### src/common/soc_pkg.sv
package soc_pkg;

    // --------------------
    // Bus widths
    // --------------------
    localparam int AHB_ADDR_W = 32;
    localparam int AHB_DATA_W = 64;
    localparam int APB_ADDR_W = 32;
    localparam int APB_DATA_W = 32;

    typedef logic [AHB_ADDR_W-1:0] ahb_addr_t;
    typedef logic [AHB_DATA_W-1:0] ahb_data_t;
    typedef logic [APB_ADDR_W-1:0] apb_addr_t;
    typedef logic [APB_DATA_W-1:0] apb_data_t;

    // AHB-lite transfer type
    typedef enum logic [1:0] {
        IDLE   = 2'b00,
        BUSY   = 2'b01,
        NONSEQ = 2'b10,
        SEQ    = 2'b11
    } htrans_t;

    // Owner of an AHB data phase
    typedef enum logic [1:0] {
        SLV_NONE = 2'b00,
        SLV_LMEM = 2'b01,
        SLV_MBOX = 2'b10
    } slave_sel_t;

    // --------------------
    // Address map
    // --------------------
    // Each 64 KiB region ignores the low 16 bits in the match
    localparam ahb_addr_t LMEM_BASE   = 32'h5000_0000;
    localparam ahb_addr_t MBOX_BASE   = 32'h3000_0000;
    localparam logic [31:0] REGION_MASK = 32'h0000_FFFF;

    // --------------------
    // Mailbox registers
    // --------------------
    // Same offsets on the APB and the AHB window
    localparam logic [31:0] MBOX_DATA_OFS = 32'h0000_0000;
    localparam logic [31:0] MBOX_CTRL_OFS = 32'h0000_0004;
    localparam logic [31:0] MBOX_STAT_OFS = 32'h0000_0008;

    // Bit positions inside CTRL and STAT
    localparam int CTRL_EXEC_BIT  = 0;
    localparam int STAT_DONE_BIT  = 0;
    localparam int STAT_COUNT_LSB = 4;

endpackage

### src/source/ahb_decoder.sv
`timescale 1ns/100ps

module ahb_decoder (
    input  logic               core_clk,
    input  logic               arst_n_i,
    input  soc_pkg::ahb_addr_t haddr_i,
    input  soc_pkg::htrans_t   htrans_i,
    input  soc_pkg::ahb_data_t lmem_rdata_i,
    input  soc_pkg::ahb_data_t mbox_rdata_i,
    input  logic               lmem_ready_i,
    input  logic               mbox_ready_i,
    output logic               lmem_sel_o,
    output logic               mbox_sel_o,
    output soc_pkg::ahb_data_t hrdata_o,
    output logic               hready_o,
    output logic               hresp_o
);

    import soc_pkg::*;

    // Default slave gives a two-cycle error response
    typedef enum logic [1:0] {
        ERR_IDLE = 2'b00,
        ERR_WAIT = 2'b01,
        ERR_LAST = 2'b10
    } err_state_t;

    logic       xfer_active;
    logic       xfer_accept;
    slave_sel_t addr_sel;
    slave_sel_t data_sel_q;
    err_state_t err_q;
    err_state_t err_d;

    // --------------------
    // Address phase
    // --------------------
    assign xfer_active = (htrans_i == NONSEQ) || (htrans_i == SEQ);
    assign xfer_accept = xfer_active && hready_o;

    always_comb
    begin
        addr_sel = SLV_NONE;
        if (xfer_active)
        begin
            if ((haddr_i & ~REGION_MASK) == LMEM_BASE)
                addr_sel = SLV_LMEM;
            else if ((haddr_i & ~REGION_MASK) == MBOX_BASE)
                addr_sel = SLV_MBOX;
        end
    end

    assign lmem_sel_o = (addr_sel == SLV_LMEM);
    assign mbox_sel_o = (addr_sel == SLV_MBOX);

    // Unmapped active transfer starts the error sequence
    always_comb
    begin
        err_d = ERR_IDLE;
        if (err_q == ERR_WAIT)
            err_d = ERR_LAST;
        else if (xfer_accept && (addr_sel == SLV_NONE))
            err_d = ERR_WAIT;
    end

    always_ff @(posedge core_clk or negedge arst_n_i)
    begin
        if (!arst_n_i)
        begin
            data_sel_q <= SLV_NONE;
            err_q      <= ERR_IDLE;
        end
        else
        begin
            err_q <= err_d;
            // Owner only moves on when the bus advances
            if (hready_o)
                data_sel_q <= addr_sel;
        end
    end

    // --------------------
    // Data phase
    // --------------------
    always_comb
    begin
        hrdata_o = '0;
        hready_o = 1'b1;
        case (data_sel_q)
            SLV_LMEM:
            begin
                hrdata_o = lmem_rdata_i;
                hready_o = lmem_ready_i;
            end
            SLV_MBOX:
            begin
                hrdata_o = mbox_rdata_i;
                hready_o = mbox_ready_i;
            end
            default:
            begin
                hrdata_o = '0;
                hready_o = 1'b1;
            end
        endcase
        if (err_q == ERR_WAIT)
            hready_o = 1'b0;
    end

    assign hresp_o = (err_q != ERR_IDLE);

endmodule

### config.mk
export PLATFORM = sky130hd
export DESIGN_NAME = ahb_decoder
export DESIGN_NICKNAME = d
export VERILOG_FILES = /design/src/common/soc_pkg.sv /design/src/source/ahb_decoder.sv
export SDC_FILE = /design/constraint.sdc
export NUM_CORES = 1
export LEC_CHECK = 0
export ABC_AREA = 1
export BUFFER_PORTS_ARGS = -buffer_cell sky130_fd_sc_hd__buf_2
export CORE_AREA = 2 2 92 94
export DETAILED_ROUTE_END_ITERATION = 8
export DIE_AREA = 0 0 94 96
export HOLD_SLACK_MARGIN = 0.02
export PLACE_DENSITY = 0.54
export REMOVE_ABC_BUFFERS = 1
export SLEW_MARGIN = 20
export SYNTH_ARGS = -nofsm -noshare
export SYNTH_HDL_FRONTEND = slang
export SYNTH_SLANG_ARGS = --single-unit
### constraint.sdc
create_clock -name core_clk -period 1.7 [get_ports core_clk]
set_clock_uncertainty 0.15 [all_clocks]
set_input_delay 0.34 -clock core_clk [delete_from_list [all_inputs] [get_ports core_clk]]
set_output_delay 0.34 -clock core_clk [all_outputs]
set_load 0.05 [all_outputs]
[Word-level counts from Yosys, hierarchy flattened]
Cells that the tools add are included.
Cells by class
  mux-type cells: 8
  equality and inequality tests: 9
  reductions and logical operators: 5
Operators with widths (number)
  case mux 64 bit (2 select lines): 1
  equality test 16 x 14 -> 1 bit, second input constant: 1
  equality test 16 x 15 -> 1 bit, second input constant: 1
  equality test 2 bit, second input constant: 4
  two-way mux 2 bit: 4
  equality test 2 x 1 -> 1 bit, second input constant: 3
  logical AND 1 bit: 2
  zero test 2 bit: 1
  two-way mux 1 bit: 2
  case mux 1 bit (2 select lines): 1
  nonzero test 2 bit: 1
  logical OR 1 bit: 1
Word-level totals
  logic and storage cells: 24
  register bits: 4
  output and inout bits: 68
  input port bits: 166

[Logic depth before layout (Yosys ltp)]
Gate-level depths: netlist (run 1).
  word-level depth: 8
  gate-level depth with buffers: 8
  gate-level depth less buffers: 8

[Worst setup path after synthesis (run 1)]
No wires, ideal clock.
  kind: register -> output
  from: register data_sel_q[0]
  to: output hrdata_o[22]
  setup slack: -0.563 ns
  required time: 1.210 ns
  arrival: 1.773 ns
  cell stages (with the launch flop): 6
  buffers on the path: 2
  path through: dfrtp_1 > inv_1 > ha_1 > buf_2 > buf_2 > a21oi_1
Between the ends
  longest elaborated chain between the ends: 2
  elaborated cells between the ends (all ways): 3
  those cells by class: eq/ne (2); mux (1)
Ends and longest elaborated chain
  from (decl): RTL line ahb_decoder.sv:31  | slave_sel_t data_sel_q;
  from (signal assigned): RTL line ahb_decoder.sv:78  | data_sel_q <= addr_sel;
  equality test 2 bit / equality test 2 x 1 -> 1 bit (equally long branches): RTL line ahb_decoder.sv:89  | case (data_sel_q)
  case mux 64 bit (2 select lines) (*): RTL line ahb_decoder.sv:89
  to (decl): RTL line ahb_decoder.sv:14  | output soc_pkg::ahb_data_t hrdata_o,
Every way passes the cells marked *; elsewhere a longest branch is shown, timed or not.

[Worst setup path in the final report (run 1)]
  from: register data_sel_q[0]
  to: output hrdata_o[14]
Same word-level chain as after synthesis.

==> results by group, run 1 <==
Run status
  • Status: finished, violations left
  • Failing checks: setup timing

Timing
  • Setup violations, final: 65
  • Slew @ Worst Pin: 0.250 ns
  • Setup ws final: -0.415 ns
  • Fin crit share: 124%
  • Max-slew headroom: 83.5%
  • Slew Limit Fails: 0
  • RSZ-0062 raised after global routing: true
  • Min Hold Slack: 0.256 ns
  • Minimum clock period: 2.11 ns
  • Fin. Hold Viols: 0
  • Max Freq: 473 MHz

Clock network
  • Htree depth: 1
  • Root Driver: clkbuf_8
  • Clock Tree Buf Depth: 2
  • Worst-skew pair later-pin latency: 0.22 ns
  • Clk sinks: 4
  • Worst-path clk slew: 0.03 ns
  • Number of buffers created by CTS: 3
  • TritonCTS clock tree: done

Final layout
  • Layout Cells excl Fill: 605
  • P&R area growth vs syn: 194%
  • Fill cells: 763
  • Layout cells sized above 1: 77.2%
  • N_diodes: 0
  • Fin util: 49.6%
  • Nets@finish: 670

Worst setup path
  • Critical path startpoint category: flop
  • CP endpoint kind: output port
  • CP delay by family, top: buffers and inverters
  • Crit path capture: hrdata_o[14]
  • Critical path required time: 1.21 ns
  • Crit Reg-Reg Endpoint: data_sel_q[0]
  • Crit Path Class: flop to output port
  • WP data arrival: 1.62 ns
  • Crit-path slowest cell: dfrtp_2
  • CP bufs+invs: 4
  • Critical Path Fanout Max: 8
  • Critical Path Stages: 7
  • Critical Path Start: data_sel_q[0]
  • R2r setup slk: 0.08 ns
  • CP cell instances: inv_2 > ha_4 > buf_8 > buf_16 > nand2_1 > a21oi_2 > buf_6
  • Worst r2r path cells: 10
  • Slowest stage delay, CP: 0.43 ns
  • Reg2Reg Launch Point: data_sel_q[1]

Floorplan
  • Core Region: 8050 um^2
  • FP Rows: 33
  • Die Y-Extent: 96 um
  • Boundary pin count: 234
  • Die area: 9020 um^2
  • Die width: 94 um
  • Initial Utilization: 16.8%

Power
  • PD cells: 146 nW/um^2
  • Part of the power in the clock network: 34.2%
  • Logic pwr share: 48.1%
  • Net switching power: 0.000175 W
  • Pleak: 1.65 nW
  • Switch share: 30.1%
  • Pint: 0.000406 W
  • Worst IR drop on VDD: 330 uV
  • Power share of the sequential group: 17.6%
  • Power Total: 0.000581 W

Routing
  • DRC: 0
  • Final ANT Viol Nets: 0
  • Wire per inst: 15.2 um
  • Vias/cell: 4.53
  • Vias: 2741
  • Routed WL: 9210 um
  • Initial drt markers: 52
  • First-pass DRT Iterations: 4

GRT
  • Pin count of the biggest net entering global routing: 36
  • First-pass GRT wire length: 10500 um
  • GRT Total Usage: 14.6%
  • Initial antenna violation count: 0
  • Vias in the first global route: 2181
  • GRT overflow: 0

Synthesis
  • Post-synth top cells: 145 x nand2_1, 63 x a21oi_1, 12 x nor2_1
  • Seq/Total Area, Yosys: 7.38%
  • Number of enable flip-flop cells after synthesis: 0
  • Prevailing post-synth register cell: dfrtp_1
  • Mean area per synthesized cell: 5.02 um^2
  • Main area contributors after synthesis: nand2_1 40%, a21oi_1 23%, dfrtp_1 7.4%
  • Post-Syn Area: 1360 um^2
  • Mapped Cells: 270
  • Synthesis Warnings: 0
  • Most frequent cell after synthesis: nand2_1
  • Yosys top cell area share: 40.1%
  • Async set or reset register ratio after synthesis: 100%
  • Dominant cell type by area after synthesis: nand2_1
  • Synth unique cells: 18
  • Register bit total from synthesis: 4

Run
  • Max_cap viols: 0

Placement
  • Port bufs: 216
  • GPL Wtd Cong: 0.781
  • DP HPWL: 5450 um
  • Placed Cells: 582

Hold path
  • Worst Hold Class: primary input to flop
-- how the worst min path moves through the flow --
stage,from,end,slack (ns),depth (start not counted)
after global placement,arst_n_i,err_q[0],0.004,1
after CTS,htrans_i[1],err_q[0],0.25,3
after detailed placement,arst_n_i,data_sel_q[1],0.008,1
after floorplan,arst_n_i,data_sel_q[0],-0.11,0
final,htrans_i[1],err_q[0],0.26,3
after global routing,htrans_i[1],err_q[0],0.27,3
-- flip-flops by register name, summed over array words and instances (netlist names) --
signal	flops
err_q	2
data_sel_q	2
-- placed cells by master (no fill, tap or decap), drive strengths merged --
cell type    Yosys  layout
nand3            3       3
nand4            3       3
nand2          145     145
o21ai            1       1
nor2            15      15
inv             10      10
buf             16     239
dlygate4sd3      0       1
nor3             1       1
ha               2       2
dfrtp            4       4
or2              1       1
clkbuf           5      11
a21oi           64      64
-- routing by layer --
layer | vias to the layer above | track usage (%) | share of wire (%)
met1 | 1283 | 18.1 | 38
met4 | 0 | 3.14 | 0.86
met2 | 123 | 27.1 | 55
li1 | 1327 | - | -
met3 | 8 | 1.64 | 6.1
met5 | - | 0 | 0
-- metrics by stage --
stage	TNS, ns	setup slack [ns]	area, um^2
2_1_floorplan	-86.51	-1.30	1150
3_3_place_gp	-8.80	-0.241	2550
3_5_place_dp	-10.52	-0.236	2550
4_1_cts	-21.88	-0.379	3060
5_1_grt	-25.47	-0.480	3990
6_report	-21.80	-0.415	3990
-- worst register-to-register path, delay by kind of cell (launching register included) --
family	cells	cell delay, ns
adder cells (fa/ha/maj)	1	0.18
buffers and inverters	4	0.45
AND/OR/NAND/NOR	5	0.31
flip-flops	1	0.39
-- timing repair --
action                                  4_1_cts  5_1_grt
hold buffers                                  1        0
gates resized for setup                     107      193
pin swaps                                     4       40
endpoints found under the setup margin       67       70
buffers inserted                              3        4
hold endpoints to repair                      4        0
cloned                                        4        9
-- power groups by stage --
stage / Clock, W / Sequential (W) / Combinational [W]
CTS: 0.000205 / 0.000103 / 0.000240
global route: 0.000216 / 0.000103 / 0.000302
global placement: 0 / 0.000103 / 0.000228
floorplan: 0 / 0.000103 / 0.0000450
detailed placement: 0 / 0.000104 / 0.000230
finish: 0.000199 / 0.000103 / 0.000280
-- layout make-up --
type	instances	area [um^2]	share of cell area (%)
Clock buffer	3	41.3	1.03
Inverter	10	37.5	0.940
Multi-Input combinational cell	235	1580	39.5
Sequential cell	4	101	2.54
Tap cell	105	131	3.29
Timing Repair Buffer	248	2110	52.7
-- kinds of logic after synthesis --
group                    share of synthesized area (%)
flip-flops                                        7.38
AO/OA/AOI/OAI                                     24.3
buffers and inverters                             17.6
AND/OR/NAND/NOR                                   48.9
adder cells (fa/ha/maj)                           1.84
(Power assumes the default switching activity.)
==> run 2, diff against run 1 <==
--- a/config.mk
+++ b/config.mk
@@ -7,11 +7,11 @@
 export LEC_CHECK = 0
 export ABC_AREA = 1
 export BUFFER_PORTS_ARGS = -buffer_cell sky130_fd_sc_hd__buf_2
-export CORE_AREA = 2 2 92 94
+export CORE_AREA = 2 2 91 93
 export DETAILED_ROUTE_END_ITERATION = 8
-export DIE_AREA = 0 0 94 96
+export DIE_AREA = 0 0 93 95
 export HOLD_SLACK_MARGIN = 0.02
-export PLACE_DENSITY = 0.54
+export PLACE_DENSITY = 0.55
 export REMOVE_ABC_BUFFERS = 1
 export SLEW_MARGIN = 20
 export SYNTH_ARGS = -nofsm -noshare
==> constraint.sdc (replaced) <==
create_clock -name core_clk -period 2.65 [get_ports core_clk]
set_clock_uncertainty 0.15 [all_clocks]
set_input_delay 0.53 -clock core_clk [delete_from_list [all_inputs] [get_ports core_clk]]
set_output_delay 0.53 -clock core_clk [all_outputs]
set_load 0.05 [all_outputs]
==> results by group, run 2 (synthesis results as in run 1) <==
Clock network
  • Number of buffers created by CTS: 3
  • Post-CTS Setup Inserts: 0
  • Root Driver: clkbuf_8
  • Clk sinks: 4
  • Worst-skew pair later-pin latency: 0.22 ns
  • Clock Tree Buf Depth: 2
  • Htree depth: 1
  • Worst-path clk slew: 0.03 ns
  • TritonCTS clock tree: done

GRT
  • First-pass GRT wire length: 8560 um
  • Pin count of the biggest net entering global routing: 45
  • GRT overflow: 0
  • Initial antenna violation count: 0
  • GRT Total Usage: 11.6%
  • Vias in the first global route: 2015

Timing
  • Fin crit share: 92.7%
  • Setup ws final: 0.194 ns
  • Slew @ Worst Pin: 0.438 ns
  • Minimum clock period: 2.46 ns
  • Setup violations, final: 0
  • RSZ-0062 raised after global routing: false
  • Fin. Hold Viols: 0
  • Slew Limit Fails: 0
  • Min Hold Slack: 0.333 ns
  • Max-slew headroom: 70.8%
  • Max Freq: 407 MHz

Worst setup path
  • Reg2Reg Launch Point: data_sel_q[1]
  • Worst r2r path cells: 9
  • CP cell instances: inv_1 > ha_2 > buf_4 > nand2_1 > nand3_1 > nand2_1 > inv_1 > buf_2
  • CP endpoint kind: output port
  • Crit-path slowest cell: dfrtp_1
  • Critical Path Fanout Max: 21
  • Critical path startpoint category: flop
  • Crit Path Class: flop to output port
  • WP data arrival: 1.78 ns
  • CP delay by family, top: buffers and inverters
  • Crit Reg-Reg Endpoint: err_q[0]
  • Slowest stage delay, CP: 0.39 ns
  • Critical Path Start: data_sel_q[1]
  • R2r setup slk: 0.96 ns
  • CP bufs+invs: 4
  • Critical path required time: 1.97 ns

Final layout
  • Layout Cells excl Fill: 580
  • Fill cells: 909
  • Most common cell after layout, fill and taps aside: buf_2
  • N_diodes: 0
  • Layout cells sized above 1: 49.1%
  • Largest registers: data_sel_q x2, err_q x2
  • Multi-input gate area: 1020 um^2
  • Reg area: 100 um^2
  • Most frequent cells in the layout: 216 x buf_2, 145 x nand2_1, 63 x a21oi_1
  • Nets@finish: 645
  • P&R area growth vs syn: 83.2%

Routing
  • Routed WL: 6110 um
  • Initial drt markers: 59
  • DRC: 0
  • Final ANT Viol Nets: 0
  • Vias: 2430
  • Wire per inst: 10.5 um
  • Vias/cell: 4.19
  • First-pass DRT Iterations: 4

Run
  • Max_cap viols: 0

Power
  • Worst IR drop on VDD: 252 uV
  • Pleak: 1.24 nW
  • PD cells: 135 nW/um^2

Placement
  • GPL Wtd Cong: 0.814
  • DP HPWL: 4990 um
  • Port bufs: 216
  • Placed Cells: 576
  • Placement Setup Slack: 0.381 ns

Run status
  • Status: finished, final reports clean

Floorplan
  • Initial Utilization: 17.1%
  • Boundary pin count: 234
  • FP Rows: 33
  • Core Region: 7930 um^2
  • Die area: 8840 um^2
  • Die width: 93 um
  • Die Y-Extent: 95 um

Hold path
  • Hold path startpoint: err_q[0]
  • Worst Hold Class: flop to flop
  • Hold Crit Endpoint: err_q[1]
  • Hold path cells: 2
==> run 2: changes by cell type in the layout (fill, tap and decap cells not counted), sizes merged <==
cell    before  now
buf        239  222
clkbuf      11    3
==> run 2: power by group <==
part	internal [W]	switching, W	leakage [nW]
registers	0.0000644	0.00000111	0.0531
clock network	0.0000967	0.0000298	0.0216
logic	0.0000849	0.0000580	1.16
total	0.000246	0.0000889	1.24
==> run 2: layout make-up <==
cell class	count	area share (%)
Tap cell	105	5.29
Sequential cell	4	4.03
Clock buffer	3	1.66
Multi-Input combinational cell	235	41.1
Inverter	10	1.51
Timing Repair Buffer	223	46.4
==> run 2: tightest hold or removal path, stage by stage, from the launching register on <==
cell and delay [ns]:
dfrtp_1 0.32, nand2_1 0.07, inv_1 0.06
==> run 2: how the worst max path moves through the flow <==
stage / endpoint / slack (ns) / cells after the start
after floorplan: hrdata_o[13] / -0.54 / 4
after global placement: hready_o / 0.39 / 8
after detailed placement: hrdata_o[12] / 0.38 / 6
after CTS: hrdata_o[12] / 0.14 / 6
after global routing: hready_o / 0.03 / 8
final: hready_o / 0.19 / 8
==> run 2: through the flow <==
step / cell area (um^2) / power, W / setup TNS, ns / util (%)
floorplan: 1150 / 0.0000949 / -33.97 / -
global placement: 2430 / 0.000206 / 0 / 30.7
detailed placement: 2430 / 0.000207 / 0 / 30.7
CTS: 2480 / 0.000339 / 0 / 31.3
global route: 2480 / 0.000360 / 0 / 31.3
finish: 2480 / 0.000335 / 0 / 31.3
==> run 2: routing by layer <==
| metal | GRT usage, % | vias to the layer above | routed length, um |
|---|---|---|---|
| li1 | - | 1266 | - |
| met1 | 12.9 | 1045 | 2320 |
| met2 | 21.8 | 115 | 3050 |
| met3 | 3.11 | 4 | 682 |
| met4 | 2.94 | 0 | 53 |
| met5 | 0 | - | 0 |
==> run 2: what timing repair did <==
action,CTS,global route
hold buffers,1,0
endpoints found under the setup margin,0,1
endpoints found under the hold margin,4,0
resized for setup,0,1
