File: src/common/soc_pkg.sv
package soc_pkg;

    // --------------------
    // Bus widths
    // --------------------
    localparam int AHB_ADDR_W = 32;
    localparam int AHB_DATA_W = 64;
    localparam int APB_ADDR_W = 32;
    localparam int APB_DATA_W = 32;

    typedef logic [AHB_ADDR_W-1:0] ahb_addr_t;
    typedef logic [AHB_DATA_W-1:0] ahb_data_t;
    typedef logic [APB_ADDR_W-1:0] apb_addr_t;
    typedef logic [APB_DATA_W-1:0] apb_data_t;

    // AHB-lite transfer type
    typedef enum logic [1:0] {
        IDLE   = 2'b00,
        BUSY   = 2'b01,
        NONSEQ = 2'b10,
        SEQ    = 2'b11
    } htrans_t;

    // Owner of an AHB data phase
    typedef enum logic [1:0] {
        SLV_NONE = 2'b00,
        SLV_LMEM = 2'b01,
        SLV_MBOX = 2'b10
    } slave_sel_t;

    // --------------------
    // Address map
    // --------------------
    // Each 64 KiB region ignores the low 16 bits in the match
    localparam ahb_addr_t LMEM_BASE   = 32'h5000_0000;
    localparam ahb_addr_t MBOX_BASE   = 32'h3000_0000;
    localparam logic [31:0] REGION_MASK = 32'h0000_FFFF;

    // --------------------
    // Mailbox registers
    // --------------------
    // Same offsets on the APB and the AHB window
    localparam logic [31:0] MBOX_DATA_OFS = 32'h0000_0000;
    localparam logic [31:0] MBOX_CTRL_OFS = 32'h0000_0004;
    localparam logic [31:0] MBOX_STAT_OFS = 32'h0000_0008;

    // Bit positions inside CTRL and STAT
    localparam int CTRL_EXEC_BIT  = 0;
    localparam int STAT_DONE_BIT  = 0;
    localparam int STAT_COUNT_LSB = 4;

endpackage

File: src/mbox/mbox_ctrl.sv
`timescale 1ns/100ps

module mbox_ctrl #(
    parameter int MBOX_DEPTH = 8
) (
    input  logic               core_clk,
    input  logic               arst_n_i,
    input  soc_pkg::apb_addr_t paddr_i,
    input  logic               psel_i,
    input  logic               penable_i,
    input  logic               pwrite_i,
    input  soc_pkg::apb_data_t pwdata_i,
    input  logic               ahb_sel_i,
    input  logic               hready_i,
    input  soc_pkg::ahb_addr_t haddr_i,
    input  logic               hwrite_i,
    input  soc_pkg::ahb_data_t hwdata_i,
    output logic               pready_o,
    output logic               pslverr_o,
    output soc_pkg::apb_data_t prdata_o,
    output soc_pkg::ahb_data_t ahb_rdata_o,
    output logic               ahb_readyout_o,
    output logic               data_avail_o,
    output logic               flow_done_o
);

    import soc_pkg::*;

    localparam int PTR_W = (MBOX_DEPTH > 1) ? $clog2(MBOX_DEPTH) : 1;
    localparam int CNT_W = $clog2(MBOX_DEPTH + 1);

    apb_data_t        fifo_mem [MBOX_DEPTH];
    logic [PTR_W-1:0] wr_ptr_q;
    logic [PTR_W-1:0] rd_ptr_q;
    logic [CNT_W-1:0] count_q;
    logic             fifo_full;
    logic             fifo_empty;
    logic             fifo_push;
    logic             fifo_pop;
    logic             fifo_flush;
    logic             exec_q;
    logic             done_q;
    logic [31:0]      apb_ofs;
    logic             apb_access;
    logic             apb_mapped;
    logic             apb_ctrl_wr;
    logic             ahb_dp_valid_q;
    logic             ahb_dp_write_q;
    logic [31:0]      ahb_ofs_q;
    logic             ahb_data_rd;
    logic             ahb_stat_wr;

    function automatic logic [PTR_W-1:0] ptr_inc(input logic [PTR_W-1:0] ptr);
        if (ptr == PTR_W'(MBOX_DEPTH - 1))
            return '0;
        return ptr + 1'b1;
    endfunction

    assign fifo_full  = (count_q == CNT_W'(MBOX_DEPTH));
    assign fifo_empty = (count_q == '0);

    // --------------------
    // APB window
    // --------------------
    assign apb_ofs     = paddr_i & REGION_MASK;
    assign apb_access  = psel_i && penable_i;
    assign apb_mapped  = (apb_ofs == MBOX_DATA_OFS) || (apb_ofs == MBOX_CTRL_OFS) ||
                         (apb_ofs == MBOX_STAT_OFS);
    assign apb_ctrl_wr = apb_access && pwrite_i && (apb_ofs == MBOX_CTRL_OFS);

    assign fifo_push  = apb_access && pwrite_i && (apb_ofs == MBOX_DATA_OFS) && !fifo_full;
    assign fifo_flush = apb_ctrl_wr && !pwdata_i[CTRL_EXEC_BIT];

    assign pready_o  = 1'b1;
    assign pslverr_o = apb_access && (!apb_mapped ||
                       (pwrite_i && (apb_ofs == MBOX_DATA_OFS) && fifo_full));

    always_comb
    begin
        prdata_o = '0;
        if (apb_ofs == MBOX_CTRL_OFS)
        begin
            prdata_o[CTRL_EXEC_BIT] = exec_q;
        end
        else if (apb_ofs == MBOX_STAT_OFS)
        begin
            prdata_o[STAT_DONE_BIT]             = done_q;
            prdata_o[STAT_COUNT_LSB +: CNT_W]   = count_q;
        end
    end

    // --------------------
    // AHB window
    // --------------------
    always_ff @(posedge core_clk or negedge arst_n_i)
    begin
        if (!arst_n_i)
        begin
            ahb_dp_valid_q <= 1'b0;
            ahb_dp_write_q <= 1'b0;
            ahb_ofs_q      <= '0;
        end
        else if (hready_i)
        begin
            ahb_dp_valid_q <= ahb_sel_i;
            if (ahb_sel_i)
            begin
                ahb_dp_write_q <= hwrite_i;
                ahb_ofs_q      <= haddr_i & REGION_MASK;
            end
        end
    end

    // Act when the data phase completes
    assign ahb_data_rd = ahb_dp_valid_q && hready_i && !ahb_dp_write_q &&
                         (ahb_ofs_q == MBOX_DATA_OFS);
    assign ahb_stat_wr = ahb_dp_valid_q && hready_i && ahb_dp_write_q &&
                         (ahb_ofs_q == MBOX_STAT_OFS) && hwdata_i[STAT_DONE_BIT];
    assign fifo_pop    = ahb_data_rd && !fifo_empty;

    always_comb
    begin
        ahb_rdata_o = '0;
        if (ahb_ofs_q == MBOX_DATA_OFS)
        begin
            // Empty FIFO reads as zero
            if (!fifo_empty)
                ahb_rdata_o[APB_DATA_W-1:0] = fifo_mem[rd_ptr_q];
        end
        else if (ahb_ofs_q == MBOX_CTRL_OFS)
        begin
            ahb_rdata_o[CNT_W-1:0] = count_q;
        end
        else if (ahb_ofs_q == MBOX_STAT_OFS)
        begin
            ahb_rdata_o[STAT_DONE_BIT] = done_q;
        end
    end

    assign ahb_readyout_o = 1'b1;

    // --------------------
    // FIFO
    // --------------------
    always_ff @(posedge core_clk)
    begin
        if (fifo_push)
            fifo_mem[wr_ptr_q] <= pwdata_i;
    end

    always_ff @(posedge core_clk or negedge arst_n_i)
    begin
        if (!arst_n_i)
        begin
            wr_ptr_q <= '0;
            rd_ptr_q <= '0;
            count_q  <= '0;
        end
        else if (fifo_flush)
        begin
            wr_ptr_q <= '0;
            rd_ptr_q <= '0;
            count_q  <= '0;
        end
        else
        begin
            if (fifo_push)
                wr_ptr_q <= ptr_inc(wr_ptr_q);
            if (fifo_pop)
                rd_ptr_q <= ptr_inc(rd_ptr_q);
            if (fifo_push && !fifo_pop)
                count_q <= count_q + 1'b1;
            else if (fifo_pop && !fifo_push)
                count_q <= count_q - 1'b1;
        end
    end

    // SoC control write wins over the controller status write
    always_ff @(posedge core_clk or negedge arst_n_i)
    begin
        if (!arst_n_i)
        begin
            exec_q <= 1'b0;
            done_q <= 1'b0;
        end
        else
        begin
            if (ahb_stat_wr)
            begin
                done_q <= 1'b1;
                exec_q <= 1'b0;
            end
            if (apb_ctrl_wr)
            begin
                if (pwdata_i[CTRL_EXEC_BIT])
                begin
                    exec_q <= 1'b1;
                end
                else
                begin
                    exec_q <= 1'b0;
                    done_q <= 1'b0;
                end
            end
        end
    end

    assign data_avail_o = exec_q;
    assign flow_done_o  = done_q;

endmodule

File: config.mk
export PLATFORM = sky130hd
export DESIGN_NAME = mbox_ctrl
export DESIGN_NICKNAME = d
export VERILOG_FILES = /design/src/common/soc_pkg.sv /design/src/mbox/mbox_ctrl.sv
export SDC_FILE = /design/constraint.sdc
export NUM_CORES = 1
export LEC_CHECK = 0
export BUFFER_PORTS_ARGS = -buffer_cell sky130_fd_sc_hd__buf_4
export CAP_MARGIN = 30
export CORE_ASPECT_RATIO = 0.75
export CORE_MARGIN = 3
export CORE_UTILIZATION = 60
export CTS_BUF_LIST = sky130_fd_sc_hd__clkbuf_4
export DETAILED_ROUTE_END_ITERATION = 16
export GPL_TIMING_DRIVEN = 0
export PLACE_DENSITY = 0.91
export SLEW_MARGIN = 20
export SYNTH_ARGS = -nofsm -noshare
export SYNTH_HDL_FRONTEND = slang
export SYNTH_SLANG_ARGS = --single-unit
File: constraint.sdc
create_clock -name core_clk -period 11.65 [get_ports core_clk]
set_input_delay 2.33 -clock core_clk [delete_from_list [all_inputs] [get_ports core_clk]]
set_output_delay 2.33 -clock core_clk [all_outputs]
set_load 0.005 [all_outputs]
* Word-level counts from Yosys, hierarchy flattened
Memories as Yosys holds them, arrays and structs flattened.
Index checks and enable logic that the tools add are counted.
W data, S select, Z words.
** Cells by class
- Mux-type cells :: 35
- $add $sub $neg :: 4
- Reduce and logical (&&, ||, !) cells :: 36
- Eq/ne operators :: 7
** Operators by type and width (count)
- $logic_not A32 Y1 :: 2
- $eq A16 B3 Y1 const B :: 2
- $eq A16 B4 Y1 const B :: 2
- $mux W32 :: 1
- $mux W28 :: 1
- $mux W3 :: 9
- $mux W4 :: 6
- $logic_and A1 B1 Y1 :: 18
- $mux W1 :: 18
- $logic_not A1 Y1 :: 7
- $add A3 B1 Y3 const B :: 2
- $eq A3 B3 Y1 const B :: 2
- $reduce_bool A2 Y1 :: 3
- $add A4 B1 Y4 const B :: 1
- $eq A4 B4 Y1 const B :: 1
- $logic_not A4 Y1 :: 1
- $sub A4 B1 Y4 const B :: 1
- $logic_or A1 B1 Y1 :: 3
- $reduce_bool A3 Y1 :: 1
- $reduce_and A2 Y1 :: 1
** Word-level totals
- Bits in registers :: 30
- Bits in writable memories :: 256
- Input port bits :: 168
- Word-level logic and storage cells :: 91
- Memories kept :: 1
** Memories
- fifo_mem :: words 8, bits a word 32, rd ports 1, clocked after Yosys merged registers in 0, write ports 1, RTL line mbox_ctrl.sv:32 : apb_data_t fifo_mem [MBOX_DEPTH];

* Depth between registers and ports, before layout
Gate-level depths: netlist of the first run.
- Depth after elaboration :: 9
- Mapped depth :: 10

* Worst setup path before layout of the first run
No wires, ideal clock.
- Path kind :: input -> register
- Start :: input port paddr_i[9]
- End :: memory fifo_mem[1][0] (netlist name) (enable)
- Cell stages on the path :: 5
- Slack :: 4.271 ns
- Arrival time :: 6.866 ns
- Cells stage by stage :: nor4_4 > nand4_4 > or4_4 > buf_6 > nor4b_1
** On the way
- Longest elaborated chain between the ends :: 5
** Ends and longest elaborated chain
- start: declaration :: RTL line mbox_ctrl.sv:8 : input soc_pkg::apb_addr_t paddr_i,
- $logic_not A32 Y1 :: RTL line mbox_ctrl.sv:71 : assign fifo_push = apb_access && pwrite_i && (apb_ofs == MBOX_DATA_OFS) && !fifo_full;
- $logic_and A1 B1 Y1 (2 in series) :: RTL line mbox_ctrl.sv:71
- $mux W1 :: RTL line mbox_ctrl.sv:147 : if (fifo_push)
- $mux W1 (implied by the code) :: RTL line mbox_ctrl.sv:148 : fifo_mem[wr_ptr_q] <= pwdata_i;
- end: declaration :: RTL line mbox_ctrl.sv:32
Every way passes these cells.

* Worst setup path in the final report of the first run
- Start :: input port paddr_i[9]
- End :: output port prdata_o[0]
** On the way
- Longest elaborated chain between the ends :: 3
- Elaborated cells between the ends (all ways) :: 4
- Classes of those cells :: eq/ne: 2; mux: 2
** Ends and longest elaborated chain
- $eq A16 B4 Y1 :: RTL line mbox_ctrl.sv:85 : else if (apb_ofs == MBOX_STAT_OFS)
- $mux W1 :: RTL line mbox_ctrl.sv:85
- $mux W1 (*) :: RTL line mbox_ctrl.sv:81 : if (apb_ofs == MBOX_CTRL_OFS)
- end: declaration :: RTL line mbox_ctrl.sv:20 : output soc_pkg::apb_data_t prdata_o,
Mark *: on every way between the ends. The rest lies on a longest branch, timed or not.

==> results of run 1 <==
==> worst reg2reg max path, cell delays in order, from the launching register on <==
cell and delay, ns:
dfrtp_1 0.39, or4_1 0.61, nor4_2 0.34, and4_1 0.37, nand2b_1 0.19, ha_1 0.25
a21o_1 0.18, a21oi_1 0.18, nor3_1 0.08, or3b_1 0.38, a21oi_2 0.12
==> area by class of cell <==
type	instances	area, um2
plain buffers	86	564.3
clock inverters	22	111.4
clock buffers	95	713.2
well taps	247	309.0
repair buffers	150	1125
inverters	6	22.52
flip-flops and latches	286	8438
fillers	1030	4536
multi-input cells	308	3065
==> final timing paths <==
path	from	to	slack [ns]	cells after the start
worst min register to register	ahb_ofs_q[5]$_DFFE_PN0P_	ahb_ofs_q[5]$_DFFE_PN0P_	0.50	1
min in group asynchronous	arst_n_i	ahb_ofs_q[9]$_DFFE_PN0P_	1.55	1
worst max register to register	ahb_ofs_q[7]$_DFFE_PN0P_	count_q[3]$_DFFE_PN0P_	8.48	10
worst max-delay path	paddr_i[9]	prdata_o[0]	5.89	7
max in group asynchronous	arst_n_i	rd_ptr_q[2]$_DFFE_PN0P_	9.79	1
worst min-delay path	ahb_ofs_q[5]$_DFFE_PN0P_	ahb_ofs_q[5]$_DFFE_PN0P_	0.50	1
==> state kept, by name, indices dropped and copies added (netlist names) <==
register        count
fifo_mem          256
flow_done_o         1
ahb_dp_write_q      1
wr_ptr_q            3
ahb_dp_valid_q      1
count_q             4
rd_ptr_q            3
data_avail_o        1
ahb_ofs_q          16
==> metal layers <==
metal / track usage [%] / vias up / share of wire, %
met2: 38.11 / 291 / 51
li1: - / 2957 / -
met5: 0 / - / 0
met3: 6.557 / 42 / 7.7
met1: 32.40 / 3364 / 40
met4: 7.119 / 0 / 2.1
==> synth_stat cells, types with 2 or more instances <==
library cell / count / area [um2]
buf_4: 61 / 457.9
nand2_1: 17 / 63.81
nor4b_1: 4 / 35.03
nor4_1: 4 / 25.02
mux2i_1: 35 / 350.3
ha_1: 6 / 75.07
o21ai_0: 9 / 45.04
buf_2: 4 / 20.02
buf_1: 6 / 22.52
a21oi_1: 5 / 25.02
inv_1: 6 / 22.52
mux2_2: 17 / 191.4
nor3_1: 9 / 45.04
dfrtp_1: 30 / 750.7
edfxtp_1: 256 / 7687
mux4_2: 64 / 1441
or4_1: 2 / 15.01
nor2_1: 42 / 157.7
nor4_4: 3 / 63.81
xnor2_1: 2 / 17.52
nor3b_1: 4 / 30.03
conb_1: 2 / 7.510
and2_1: 2 / 12.51
nand3_1: 2 / 10.01
nand4_1: 3 / 18.77
clkbuf_1: 14 / 52.55
==> power groups by stage <==
stage	logic (mW)	registers, mW	clock network, mW
final	0.0699	1.13	0.778
after global routing	0.0773	1.13	0.843
after CTS	0.0688	1.13	0.794
after detailed placement	0.0686	1.15	0
after global placement	0.0656	1.15	0
after floorplan	0.0328	1.15	0
==> cells in the final DEF (no fill, tap or decap), types with 3 or more instances in the layout <==
cell      netlist  layout
conb_1          2      61
o21ai_0         9       9
buf_6           1       6
clkbuf_4        0      95
nor4_1          4       3
inv_2           0       5
dfrtp_1        30      30
buf_2           4      17
inv_1           6       6
clkbuf_1       14      14
mux2_2         17      17
buf_1           6       6
ha_1            6       6
nand4_1         3       3
clkinv_1        0      14
mux2i_1        35      35
nor4_4          3       3
mux4_2         64      64
nor3_1          9       7
nor2_1         42      41
buf_4          61     192
nand2_1        17      17
edfxtp_1      256     256
a21oi_1         5       5
==> cell families after synthesis <==
| logic type | after synthesis | synth area share [%] |
|---|---|---|
| AO/OA/AOI/OAI | 19 | 0.9314 |
| XOR/XNOR | 3 | 0.2223 |
| adder cells (fa/ha/maj) | 7 | 0.8043 |
| buffers and inverters | 92 | 4.963 |
| flip-flops | 286 | 71.37 |
| multiplexers | 116 | 16.77 |
| other | 2 | 0.06352 |
| AND/OR/NAND/NOR | 102 | 4.868 |
==> metrics by stage <==
stage	instances	worst slack, ns	instance area (um2)
floorplan	686	4.271	12040
global placement	1045	1.184	13190
detailed placement	1081	5.879	13500
CTS	1198	5.879	14330
global route	1200	5.747	14350
finish	1200	5.889	14350
==> summary.txt, run 1 <==
Outcome
  – Status: finished clean

Clocking
  – Clk slew on worst S/H paths: 0.07 ns
  – Worst skew pair latency: 0.69 ns
  – CTS max path bufs: 3
  – Post-cts resize count: 0
  – Cts bufs inserted: 67
  – # hold bufs at CTS: 0
  – Total clock sinks: 286
  – Total setup buffers inserted after CTS: 0
  – Number of H-tree levels: 3
  – CTS tree: yes
  – Root buffer cell: clkbuf_4

Setup path
  – Crit Path Category: input pin to output pin
  – Worst-path cell chain: buf_4 -> nor4_4 -> nand4_4 -> nor2_1 -> nand2_1 -> o21ai_0 -> buf_4
  – Worst setup EP type: output pin
  – Critical path arrival: 3.43 ns
  – CP most frequent cell: buf_4
  – Crit path largest cell delay: 0.33 ns
  – Crit Path Max Fanout: 7
  – Required @ worst endpoint: 9.32 ns
  – Buf/Inv on CP: 2
  – CP max-delay cell: nor4_4
  – CP top delay family: simple AND/OR/NAND/NOR gates
  – CP Launch Type: input pin

Drt
  – Wirelength per Cell: 21.22 um
  – Post-route ant nets: 0
  – Initial DRC Count: 632
  – Post-route DRC: 0
  – Post-Route WL: 25460 um
  – Via/cell ratio: 5.545
  – Pre-Repair DR Iteration Count: 5
  – Via count: 6654

Floorplanning
  – DIE WIDTH: 168.1 um
  – Total die area: 21440 um2
  – I/O pin count: 269
  – Cell row count: 43
  – Die H: 127.6 um
  – Initial core utilization: 62.61%
  – CORE AREA: 18880 um2

Placed design
  – Buffers on Ports: 112
  – Detailed Place HPWL: 16960 um
  – Gpl congestion: 0.7578

STA
  – Hold slack final: 0.5050 ns
  – Final Hold Vio Count: 0
  – Setup Viol. Count Final: 0
  – Worst-margin pin slew: 0.9769 ns
  – Fmax: 173.6 MHz
  – Rel. slew slack: 34.87%
  – Fin Setup TNS: 0 ns
  – Clk_skew: 0.02773 ns
  – Slew Limit Fails: 0
  – Unrepaired setup endpoints after global routing: false
  – Min Clock Period, post-route: 5.761 ns
  – Period utilization: 49.45%

Hold path
  – Worst min path class: flop to flop

Power and ir drop
  – Clock power share: 39.3%
  – LEAKAGE: 5.297 nW
  – Switch share: 21.02%
  – P per Cell Area: 137.9 nW/um2
  – Seq pwr share: 57.1%
  – Comb power frac: 3.5%
  – Power, Total: 1.979 mW
  – Internal: 1.563 mW
  – Switch Pwr: 416.0 uW
  – Peak supply drop: 0.0001027 V

Layout
  – Diodes inserted: 0
  – Area grow syn2layout: 21.37%
  – Final core occ: 75.98%
  – Layout cells sized above 1: 43.76%
  – Final net count: 1080

Synth
  – Post-synth EDFFs: 256
  – Synth warnings: 0
  – Fraction of registers with async set/reset: 10.49%
  – Seq cells post-synth: 286
  – Sequential-to-total area share from yosys stat: 71.37%
  – Synth Flop Type: edfxtp_1
  – Syn Std Cell Area: 11820 um2
  – Netlist cell types: 44
  – Synth Area per Inst: 18.86 um2
  – Synth Instances: 627

GRT
  – Initial antenna violation count: 0
  – Largest net degree at the start of global routing: 31
  – First-pass GRT wire length: 38220 um
  – Vias in the first global route: 6802
  – Grt total ovfl: 0
  – Overall routing resource usage: 23.67%

Flow run
  – Max-cap violations: 0
No activity file was read; power rests on OpenSTA's default activity.
==> run 2, diff against run 1 <==
--- a/config.mk
+++ b/config.mk
@@ -5,15 +5,16 @@
 export SDC_FILE = /design/constraint.sdc
 export NUM_CORES = 1
 export LEC_CHECK = 0
+export ABC_AREA = 1
 export BUFFER_PORTS_ARGS = -buffer_cell sky130_fd_sc_hd__buf_4
 export CAP_MARGIN = 30
 export CORE_ASPECT_RATIO = 0.75
 export CORE_MARGIN = 3
-export CORE_UTILIZATION = 60
+export CORE_UTILIZATION = 51
 export CTS_BUF_LIST = sky130_fd_sc_hd__clkbuf_4
 export DETAILED_ROUTE_END_ITERATION = 16
 export GPL_TIMING_DRIVEN = 0
-export PLACE_DENSITY = 0.91
+export PLACE_DENSITY = 0.83
 export SLEW_MARGIN = 20
 export SYNTH_ARGS = -nofsm -noshare
 export SYNTH_HDL_FRONTEND = slang
==> constraint.sdc (replaced) <==
create_clock -name core_clk -period 4.85 [get_ports core_clk]
set_input_delay 0.97 -clock core_clk [delete_from_list [all_inputs] [get_ports core_clk]]
set_output_delay 0.97 -clock core_clk [all_outputs]
set_load 0.005 [all_outputs]
==> run 2 against run 1 <==
  * Worst hold slack lost 0.27 ns
  * Flip-flop and latch count did not move
  * Global-route usage is 1.6 points lower
  * Critical path depth increased by 1
  * Combinational power grew to 2.5 times the previous value
  * Clock skew increased by 0.0095 ns
  * Total power is 150% higher
  * Die area grew 21%
  * Cell count increased by 37%
  * Largest power group unchanged
==> summary.txt, run 2 <==
Outcome
  – Status: finished clean

Layout
  – Most common cell after layout, fill and taps aside: edfxtp_1
  – Layout Cells excl Fill: 1649
  – Top flop regs: fifo_mem x256, ahb_ofs_q x16, count_q x4
  – Layout cells sized above 1: 27.95%
  – Final instance area: 14850 um2
  – Final net count: 1479
  – Diodes inserted: 0
  – Register area: 8438 um2
  – # fillers: 1675
  – Largest Register: fifo_mem
  – Commonest cells after routing, fill and taps aside: 256 x edfxtp_1, 236 x nor2_1, 203 x buf_4
  – Footprint of the multi-input gates: 3238 um2
  – Area grow syn2layout: 21.32%
  – Largest register FFs: 256

Floorplanning
  – DIE WIDTH: 184.9 um
  – I/O pin count: 269
  – Die H: 140.2 um
  – CORE AREA: 23300 um2
  – Total die area: 25910 um2
  – Initial core utilization: 52.52%
  – Cell row count: 48

STA
  – Final Hold Vio Count: 0
  – Fmax: 260.2 MHz
  – Hold slack final: 0.2303 ns
  – Worst-margin pin slew: 0.8535 ns
  – Clk_skew: 0.03720 ns
  – Setup Viol. Count Final: 0
  – Slew Limit Fails: 0
  – Rel. slew slack: 42.79%
  – Min Clock Period, post-route: 3.844 ns
  – Period utilization: 79.25%
  – Unrepaired setup endpoints after global routing: false

Drt
  – Post-route ant nets: 0
  – Via count: 8921
  – Post-route DRC: 0
  – Via/cell ratio: 5.410
  – Pre-Repair DR Iteration Count: 5
  – Wirelength per Cell: 17.85 um
  – Initial DRC Count: 981
  – Post-Route WL: 29440 um

Setup path
  – Required @ worst endpoint: 3.88 ns
  – R2r startpoint: count_q[0]$_DFFE_PN0P_
  – FF-to-FF path depth: 10
  – CP Launch Type: flop
  – Crit Path Max Fanout: 10
  – R2R Path End: fifo_mem[4][28]$_DFFE_PP_
  – Worst setup EP type: output pin
  – Critical path arrival: 2.87 ns
  – Crit Path Category: flop to output pin
  – Register-to-Register Setup Slack: 2.18 ns

Synth
  – Most frequent cell after synthesis: edfxtp_1
  – Seq cells post-synth: 286
  – Share of the synthesized area in the top cell type: 62.82%
  – Sequential-to-total area share from yosys stat: 68.95%
  – Commonest cells in the synthesized netlist: 256 x edfxtp_1, 236 x nor2_1, 145 x o21ai_0, 66 x buf_4, 45 x nand2_1
  – Syn Std Cell Area: 12240 um2
  – Fraction of registers with async set/reset: 10.49%
  – Synth warnings: 0
  – Netlist cell types: 36
  – Synth Instances: 1029
  – Post-synth EDFFs: 256
  – Area leader, netlist: edfxtp_1
  – Synth Area per Inst: 11.89 um2
  – Synth Flop Type: edfxtp_1
  – Top cells by area, synth: edfxtp_1 63%, nor2_1 7.2%, dfrtp_1 6.1%

GRT
  – Grt total ovfl: 0
  – Initial antenna violation count: 0
  – Vias in the first global route: 8622
  – First-pass GRT wire length: 44510 um
  – Largest net degree at the start of global routing: 31
  – Overall routing resource usage: 22.12%

Placed design
  – Detailed Place HPWL: 20650 um
  – Post-DP Area: 13960 um2
  – Post-Place Cells: 1530
  – Buffers on Ports: 112
  – Gpl congestion: 0.7911

Clocking
  – Total setup buffers inserted after CTS: 0
  – CTS max path bufs: 3
  – Total clock sinks: 286
  – Worst skew pair latency: 0.66 ns
  – Number of H-tree levels: 3
  – Cts bufs inserted: 72
  – Post-cts resize count: 0
  – CTS tree: yes
  – # hold bufs at CTS: 0
  – Clk slew on worst S/H paths: 0.07 ns
  – Root buffer cell: clkbuf_4

Power and ir drop
  – Peak supply drop: 0.0002761 V
  – LEAKAGE: 5.835 nW
  – P per Cell Area: 328.7 nW/um2

Flow run
  – Max-cap violations: 0

Hold path
  – Worst min path class: input pin to async pin
-- run 2: cell types whose count changed in the layout (fill, tap and decap cells not counted), moves of 23 or more --
cell	previous run	this run
nor2_1	41	236
o21ai_0	9	145
mux4_2	64	0
o21ai_1	0	40
mux2i_1	35	0
nand2_1	17	45
a31oi_1	0	27
nand3_1	2	25
-- run 2: metal layers --
metal  GRT usage [%]  vias to the layer above  routed length, um
li1                -                     4129                  -
met2           35.88                      555              14270
met1           29.16                     4171              11580
met3           5.114                       66               2877
met4           8.761                        0                713
met5               0                        -                  0
-- run 2: stage by stage --
step | total power [mW] | setup WS (ns) | util, % | TNS [ns]
2_1_floorplan | 2.855 | 0.4280 | - | 0
3_3_place_gp | 2.934 | -1.523 | 58.69 | -345.66
3_5_place_dp | 2.942 | 1.487 | 59.91 | 0
4_1_cts | 4.905 | 1.026 | 63.71 | 0
5_1_grt | 5.064 | 0.8131 | 63.71 | 0
6_report | 4.880 | 1.006 | 63.71 | 0
-- run 2: final cells by class --
| cell class | instances | share of cell area [%] |
|---|---|---|
| flip-flops and latches | 286 | 56.83 |
| clock inverters | 16 | 0.7669 |
| plain buffers | 113 | 4.837 |
| clock buffers | 103 | 5.208 |
| multi-input cells | 661 | 21.81 |
| well taps | 300 | 2.528 |
| repair buffers | 142 | 7.307 |
| inverters | 28 | 0.7079 |
-- run 2: cells by family after synthesis --
logic type | Yosys count | synth area share (%)
compound gates | 233 | 10.25
xor+xnor | 1 | 0.07158
fa+ha+maj | 7 | 0.7770
buf+inv | 141 | 6.727
flops | 286 | 68.95
mux | 15 | 1.380
other cells | 2 | 0.06137
simple gates | 344 | 11.78
-- run 2: how the worst max path moves through the flow --
| stage | slack [ns] | end | startpoint | cells past startpoint |
|---|---|---|---|---|
| finish | 1.01 | ahb_rdata_o[31] | rd_ptr_q[0]$_DFFE_PN0P_ | 8 |
| global route | 0.81 | ahb_rdata_o[31] | rd_ptr_q[0]$_DFFE_PN0P_ | 8 |
| CTS | 1.03 | ahb_rdata_o[31] | rd_ptr_q[0]$_DFFE_PN0P_ | 8 |
| detailed placement | 1.49 | fifo_mem[4][28]$_DFFE_PP_ | paddr_i[15] | 12 |
| global placement | -1.52 | fifo_mem[2][20]$_DFFE_PP_ | paddr_i[15] | 9 |
| floorplan | 0.43 | fifo_mem[2][0]$_DFFE_PP_ | paddr_i[15] | 8 |
-- run 2: worst max-delay path, stage by stage, from the launching register on --
cell and delay, ns:
dfrtp_1 0.46, inv_2 0.09, buf_4 0.18, clkbuf_1 0.51, nor2_1 0.10, o21ai_0 0.18
o21ai_0 0.12, a31oi_1 0.37, buf_4 0.19
-- run 2: where the power goes --
group	internal (mW)	switching [mW]	total (mW)
clock network	1.08	0.911	1.99
registers	2.70	0.0137	2.72
logic	0.0933	0.0821	0.175
total	3.87	1.01	4.88
